===== config.mk =====
export PLATFORM = sky130hd
export DESIGN_NAME = tcb_req_fifo
export DESIGN_NICKNAME = d
export VERILOG_FILES = /design/src/design/tcb_pkg.sv /design/src/design/tcb_req_fifo.sv
export VERILOG_INCLUDE_DIRS = /design/src /design/src/design
export SDC_FILE = /design/constraint.sdc
export NUM_CORES = 1
export LEC_CHECK = 0
export ABC_AREA = 1
export BUFFER_PORTS_ARGS = -buffer_cell sky130_fd_sc_hd__buf_2
export CORE_MARGIN = 2
export CORE_UTILIZATION = 58
export DETAILED_ROUTE_END_ITERATION = 6
export PLACE_DENSITY = 0.82
export SLEW_MARGIN = 10
export SYNTH_ARGS = -nofsm -noshare
export SYNTH_HDL_FRONTEND = slang
export SYNTH_SLANG_ARGS = --single-unit

===== constraint.sdc =====
create_clock -name tcb -period 6.74 [get_ports tcb]
set_clock_uncertainty 0.15 [all_clocks]
set_input_delay 0.337 -clock tcb [delete_from_list [all_inputs] [get_ports tcb]]
set_output_delay 0.337 -clock tcb [all_outputs]
set_load 0.01 [all_outputs]

===== src/design/tcb_defines.svh =====
`ifndef TCB_DEFINES_SVH
`define TCB_DEFINES_SVH

//////////////////////////////
// bus geometry
//////////////////////////////

// address width in bits
`define TCB_ABW 16
// data width in bits
`define TCB_DBW 32
// one enable per data byte
`define TCB_BEW (`TCB_DBW/8)

//////////////////////////////
// storage sizes
//////////////////////////////

// request FIFO entries
`define TCB_FIFO_DEPTH 4
// memory size in bytes
`define TCB_MEM_SZ 256

`endif


===== src/design/tcb_pkg.sv =====
`include "tcb_defines.svh"

package tcb_pkg;

  //////////////////////////////
  // encodings
  //////////////////////////////

  // transfer direction
  typedef enum logic {
    TCB_OP_READ  = 1'b0,
    TCB_OP_WRITE = 1'b1
  } tcb_op_t;

  // transfer size, log2 of byte count
  typedef enum logic [1:0] {
    TCB_SIZE_BYTE = 2'd0,
    TCB_SIZE_HALF = 2'd1,
    TCB_SIZE_WORD = 2'd2
  } tcb_size_t;

  //////////////////////////////
  // bundles
  //////////////////////////////

  // command from outside, data in transfer order
  typedef struct packed {
    tcb_op_t                op;
    tcb_size_t              size;
    logic [`TCB_ABW-1:0]    adr;
    logic [`TCB_DBW-1:0]    wdt;
  } tcb_cmd_t;

  // bus request, ben in transfer order, wdt in lane order
  typedef struct packed {
    logic                   wen;
    logic [`TCB_ABW-1:0]    adr;
    logic [`TCB_BEW-1:0]    ben;
    logic [`TCB_DBW-1:0]    wdt;
  } tcb_req_t;

  // response, rdt in lane order
  typedef struct packed {
    tcb_op_t                op;
    logic [`TCB_DBW-1:0]    rdt;
  } tcb_rsp_t;

  // lane carrying transfer byte b
  function automatic int unsigned tcb_lane(
    input logic [`TCB_ABW-1:0] adr,
    input int unsigned         b
  );
    return (int'(adr) + b) % `TCB_BEW;
  endfunction

endpackage


===== src/design/tcb_req_fifo.sv =====
`include "tcb_defines.svh"

module tcb_req_fifo
  import tcb_pkg::*;
(
  input  logic     tcb,
  input  logic     arst_n,
  // write side
  input  logic     in_vld,
  output logic     in_rdy,
  input  tcb_req_t in,
  // read side
  output logic     out_vld,
  input  logic     out_rdy,
  output tcb_req_t out
);

  localparam int unsigned DEPTH = `TCB_FIFO_DEPTH;
  localparam int unsigned PTW   = (DEPTH > 1) ? $clog2(DEPTH) : 1;

  //////////////////////////////
  // storage and pointers
  //////////////////////////////

  tcb_req_t         fifo_q [DEPTH];
  logic [PTW-1:0]   wr_ptr;
  logic [PTW-1:0]   rd_ptr;
  // occupancy with one extra bit for full
  logic [PTW:0]     cnt;

  logic             full;
  logic             empty;
  logic             push;
  logic             pop;

  assign full  = (cnt == (PTW+1)'(DEPTH));
  assign empty = (cnt == '0);

  // full is fine while the head leaves
  assign in_rdy  = ~full | out_rdy;
  assign out_vld = ~empty;

  assign push = in_vld & in_rdy;
  assign pop  = out_vld & out_rdy;

  // head entry with no bypass from input
  assign out = fifo_q[rd_ptr];

  //////////////////////////////
  // control
  //////////////////////////////

  always_ff @(posedge tcb or negedge arst_n) begin
    if (!arst_n) begin
      wr_ptr <= '0;
      rd_ptr <= '0;
      cnt    <= '0;
    end else begin
      // pointers wrap at depth
      if (push) begin
        wr_ptr <= (wr_ptr == PTW'(DEPTH-1)) ? '0 : wr_ptr + 1'b1;
      end
      if (pop) begin
        rd_ptr <= (rd_ptr == PTW'(DEPTH-1)) ? '0 : rd_ptr + 1'b1;
      end
      // count moves only on one-sided traffic
      if (push && !pop) begin
        cnt <= cnt + 1'b1;
      end else if (pop && !push) begin
        cnt <= cnt - 1'b1;
      end
    end
  end

  // entry write
  always_ff @(posedge tcb) begin
    if (push) begin
      fifo_q[wr_ptr] <= in;
    end
  end

  //////////////////////////////
  // checks
  //////////////////////////////

  // occupancy past depth means a push into full or a pop from empty
  a_cnt_range: assert property (
    @(posedge tcb) disable iff (!arst_n)
    cnt <= (PTW+1)'(DEPTH)
  ) else $error("FIFO occupancy out of range");

  // write pointer leads read pointer by the occupancy
  a_ptr_sync: assert property (
    @(posedge tcb) disable iff (!arst_n)
    wr_ptr == PTW'((32'(rd_ptr) + 32'(cnt)) % DEPTH)
  ) else $error("FIFO pointers disagree with occupancy");

endmodule


==> flow_metrics.env <==
export IMPL_status="completed"
export IMPL_worstPathCellList="buf_4 > nand2_1 > o211ai_1 > nand2_1 > buf_2"
export IMPL_synth_edf_count=212
export IMPL_powerDensity_nw_per_um2=421
export IMPL_synth_area_um2=8840
export IMPL_place_detailed_hpwl_um=9510
export IMPL_gr_usage_met2_pct=40.9
export IMPL_first_iter_violations=453
export IMPL_pin_count=112
export IMPL_rows=45
export IMPL_grt_busiest_layer="met2"
export IMPL_setup_violations=0
export IMPL_initial_core_util_pct=58.8
export IMPL_critical_path_max_fanout=127
export IMPL_worstReg2RegStart="cnt[2]"
export IMPL_yosysWarningCount=0
export IMPL_final_min_clock_period_ns=3.67
export IMPL_antenna_cells=0
export IMPL_cp_slowest_stage_delay_ns=1.19
export IMPL_slowest_stage="dfrtp_4"
export IMPL_grt_max_degree=128
export IMPL_drive_gt1_share_pct=19.0
export IMPL_stdcell_count=1042
export IMPL_hold_path_class="in -> async"
export IMPL_io_buffer_count=111
export IMPL_r2r_end="fifo_q[1][43]"
export IMPL_post_cts_buffers=0
export IMPL_crit_start="rd_ptr[0]"
export IMPL_synth_flop_cell="edfxtp_1"
export IMPL_gp_congestion=0.813
export IMPL_cts_buffers=22
export IMPL_antenna_found_initial=0
export IMPL_ys_seq_area_share_pct=74.0
export IMPL_grt_first_pass_wirelength_um=28200
export IMPL_seqPwrFrac_pct=45.5
export IMPL_drt_first_pass_iters=5
export IMPL_switching_share_pct=34.1
export IMPL_async_flop_share_pct=3.20
export IMPL_maxSlewViolCount=0
export IMPL_route_detailed_drc=0
export IMPL_finalHoldViolCount=0
export IMPL_area_growth_pct=21.1
export IMPL_period_share_pct=54.4
export IMPL_viasPerCell=5.28
export IMPL_regArea_um2=6550
export IMPL_reg2regPathDepth=6
export IMPL_synth_most_common_cell="edfxtp_1"
export IMPL_p_sw_mw=1.53
export IMPL_wire_per_inst_um=16.8
export IMPL_startpoint_type="register"
export IMPL_cp_data_arrival_time_ns=3.18
export IMPL_ir_worst_vdd_mv=0.375
export IMPL_place_inst=946
export IMPL_ys_types=19
export IMPL_fin_nets=902
export IMPL_htreeDepth=1
export IMPL_crit_type="reg -> out"
export IMPL_vias=5497
export IMPL_clk_pin_slew_ns=0.06
export IMPL_drtAntennaViolNets=0
export IMPL_p_clk_share_pct=26.0
export IMPL_p_leak_nw=4.30
export IMPL_clockBufferDepth=3
export IMPL_multi_input_area_um2=1630
export IMPL_cts_repair_resized=0
export IMPL_root_buffer="clkbuf_16"
export IMPL_slew_headroom_pct=18.0
export IMPL_clock_sinks=219
export IMPL_grt_use_total_pct=22.0
export IMPL_grtUsageMet3_pct=4.61
export IMPL_yosysTopAreaCellShare_pct=72.0
export IMPL_cap_violations=0
export IMPL_core_um2=15000
export IMPL_synthTopCellsByCount="edfxtp_1, nand2_1, inv_1"
export IMPL_syn_num_nets=742
export IMPL_first_global_vias=5692
export IMPL_netlist_top_cells_area="edfxtp_1, nand2_1, inv_1, o211ai_1, a21oi_1"
export IMPL_worstMarginPinSlew_ns=1.23
export IMPL_fp_dieW_um=127
export IMPL_end_kind="primary output"
export IMPL_cts_tree="built"
export IMPL_synth_seq_cells=219
export IMPL_p_comb_share_pct=28.5
export IMPL_wl_um=17500
export IMPL_grt_use_met1_pct=26.4
export IMPL_fmax_mhz=273
export IMPL_p_int_mw=2.97
export IMPL_grt_remaining_overflow=0
export IMPL_setup_tns_ns=0
export IMPL_fp_dieH_um=127
export IMPL_rrSetupSlack_ns=3.89
export IMPL_nFillCells=966
export IMPL_cp_common_cell="nand2_1"
export IMPL_syn_inst=678
export IMPL_die_area_um2=16200
export IMPL_clk_latency_ns=0.49
export IMPL_endpoint="out[23]"
export IMPL_synth_top_area_cell="edfxtp_1"
export IMPL_cp_required_ns=6.25
export IMPL_syn_avg_cell_area_um2=13.0
export IMPL_rsz0062_at_grt="false"
-- worst min path at each step --
stage | endpoint | slack [ns] | cells after the start
2_1_floorplan | cnt[0] | -0.11 | 0
3_3_place_gp | cnt[2] | 0.03 | 1
3_5_place_dp | cnt[2] | 0.04 | 1
4_1_cts | cnt[1] | 0.04 | 2
5_1_grt | cnt[1] | 0.06 | 2
6_report | cnt[2] | 0.07 | 2
-- flip-flops by register name (all words and copies together) (netlist names) --
| signal | flops |
|---|---|
| wr_ptr | 2 |
| cnt | 3 |
| rd_ptr | 2 |
| fifo_q | 212 |
-- worst max-delay path, delay by kind of cell (launching register included) --
| family | cells | cell delay (ns) |
|---|---|---|
| flip-flops | 1 | 1.19 |
| buffers and inverters | 2 | 0.97 |
| AO/OA/AOI/OAI | 1 | 0.14 |
| AND/OR/NAND/NOR | 2 | 0.27 |
-- cells in the final DEF, fill, tap and decap left out, drive strengths merged, types with 2 or more instances in the layout --
master and count:
dlygate4sd3 56, bufinv 2, o211ai 53, a21oi 53, dfrtp 7, clkbuf 28, inv 117, clkinv 10
ha 6, edfxtp 212, o21ai 53, buf 116, nand2 125, nand3 5, nor2 8
-- routing by layer --
metal | up-vias | wire (um)
met1 | 2675 | 7010
met3 | 26 | 888
met4 | 0 | 270
met2 | 126 | 9360
met5 | - | 0
li1 | 2670 | -
-- kinds of logic (layout without fill, tap and decap cells) --
logic type               Yosys count  count (layout)  synth area share, %
flip-flops                       219             219                 74.0
adder cells (fa/ha/maj)            7               7                 1.08
AND/OR/NAND/NOR                  139             139                 6.00
AO/OA/AOI/OAI                    159             159                 10.9
XOR/XNOR                           1               1               0.0991
buffers and inverters            153             329                 7.91
-- stage by stage --
step           instance area (um2)  hold WS, ns  total power [mW]  setup slack (ns)  util (%)
2_1_floorplan                 8840       -0.109              2.92              3.11         -
3_3_place_gp                  9450       0.0285              3.25              3.78      62.8
3_5_place_dp                  9450       0.0370              3.33              3.65      62.8
4_1_cts                      10700       0.0438              4.53              3.10      71.2
5_1_grt                      10700       0.0604              4.77              2.86      71.2
6_report                     10700       0.0742              4.51              3.07      71.2
-- area by class of cell --
type / count / share of cell area, %
clock buffers: 28 / 5.55
inverters: 117 / 4.10
multi-input cells: 306 / 15.2
flip-flops and latches: 219 / 61.2
clock inverters: 12 / 0.970
repair buffers: 172 / 10.8
well taps: 188 / 2.20
-- what timing repair did --
item	in CTS	in global routing
hold buffers	56	0
hold endpoints to repair	223	0
endpoints found under the setup margin	0	0
-- power groups by stage --
| stage | Sequential, mW | Combinational, mW | Clock, mW |
|---|---|---|---|
| floorplan | 1.88 | 1.04 | 0 |
| global placement | 2.05 | 1.20 | 0 |
| detailed placement | 2.08 | 1.25 | 0 |
| CTS | 2.05 | 1.29 | 1.19 |
| global route | 2.09 | 1.43 | 1.25 |
| finish | 2.05 | 1.28 | 1.17 |
Note: power is estimated with default switching activity, not from simulation.
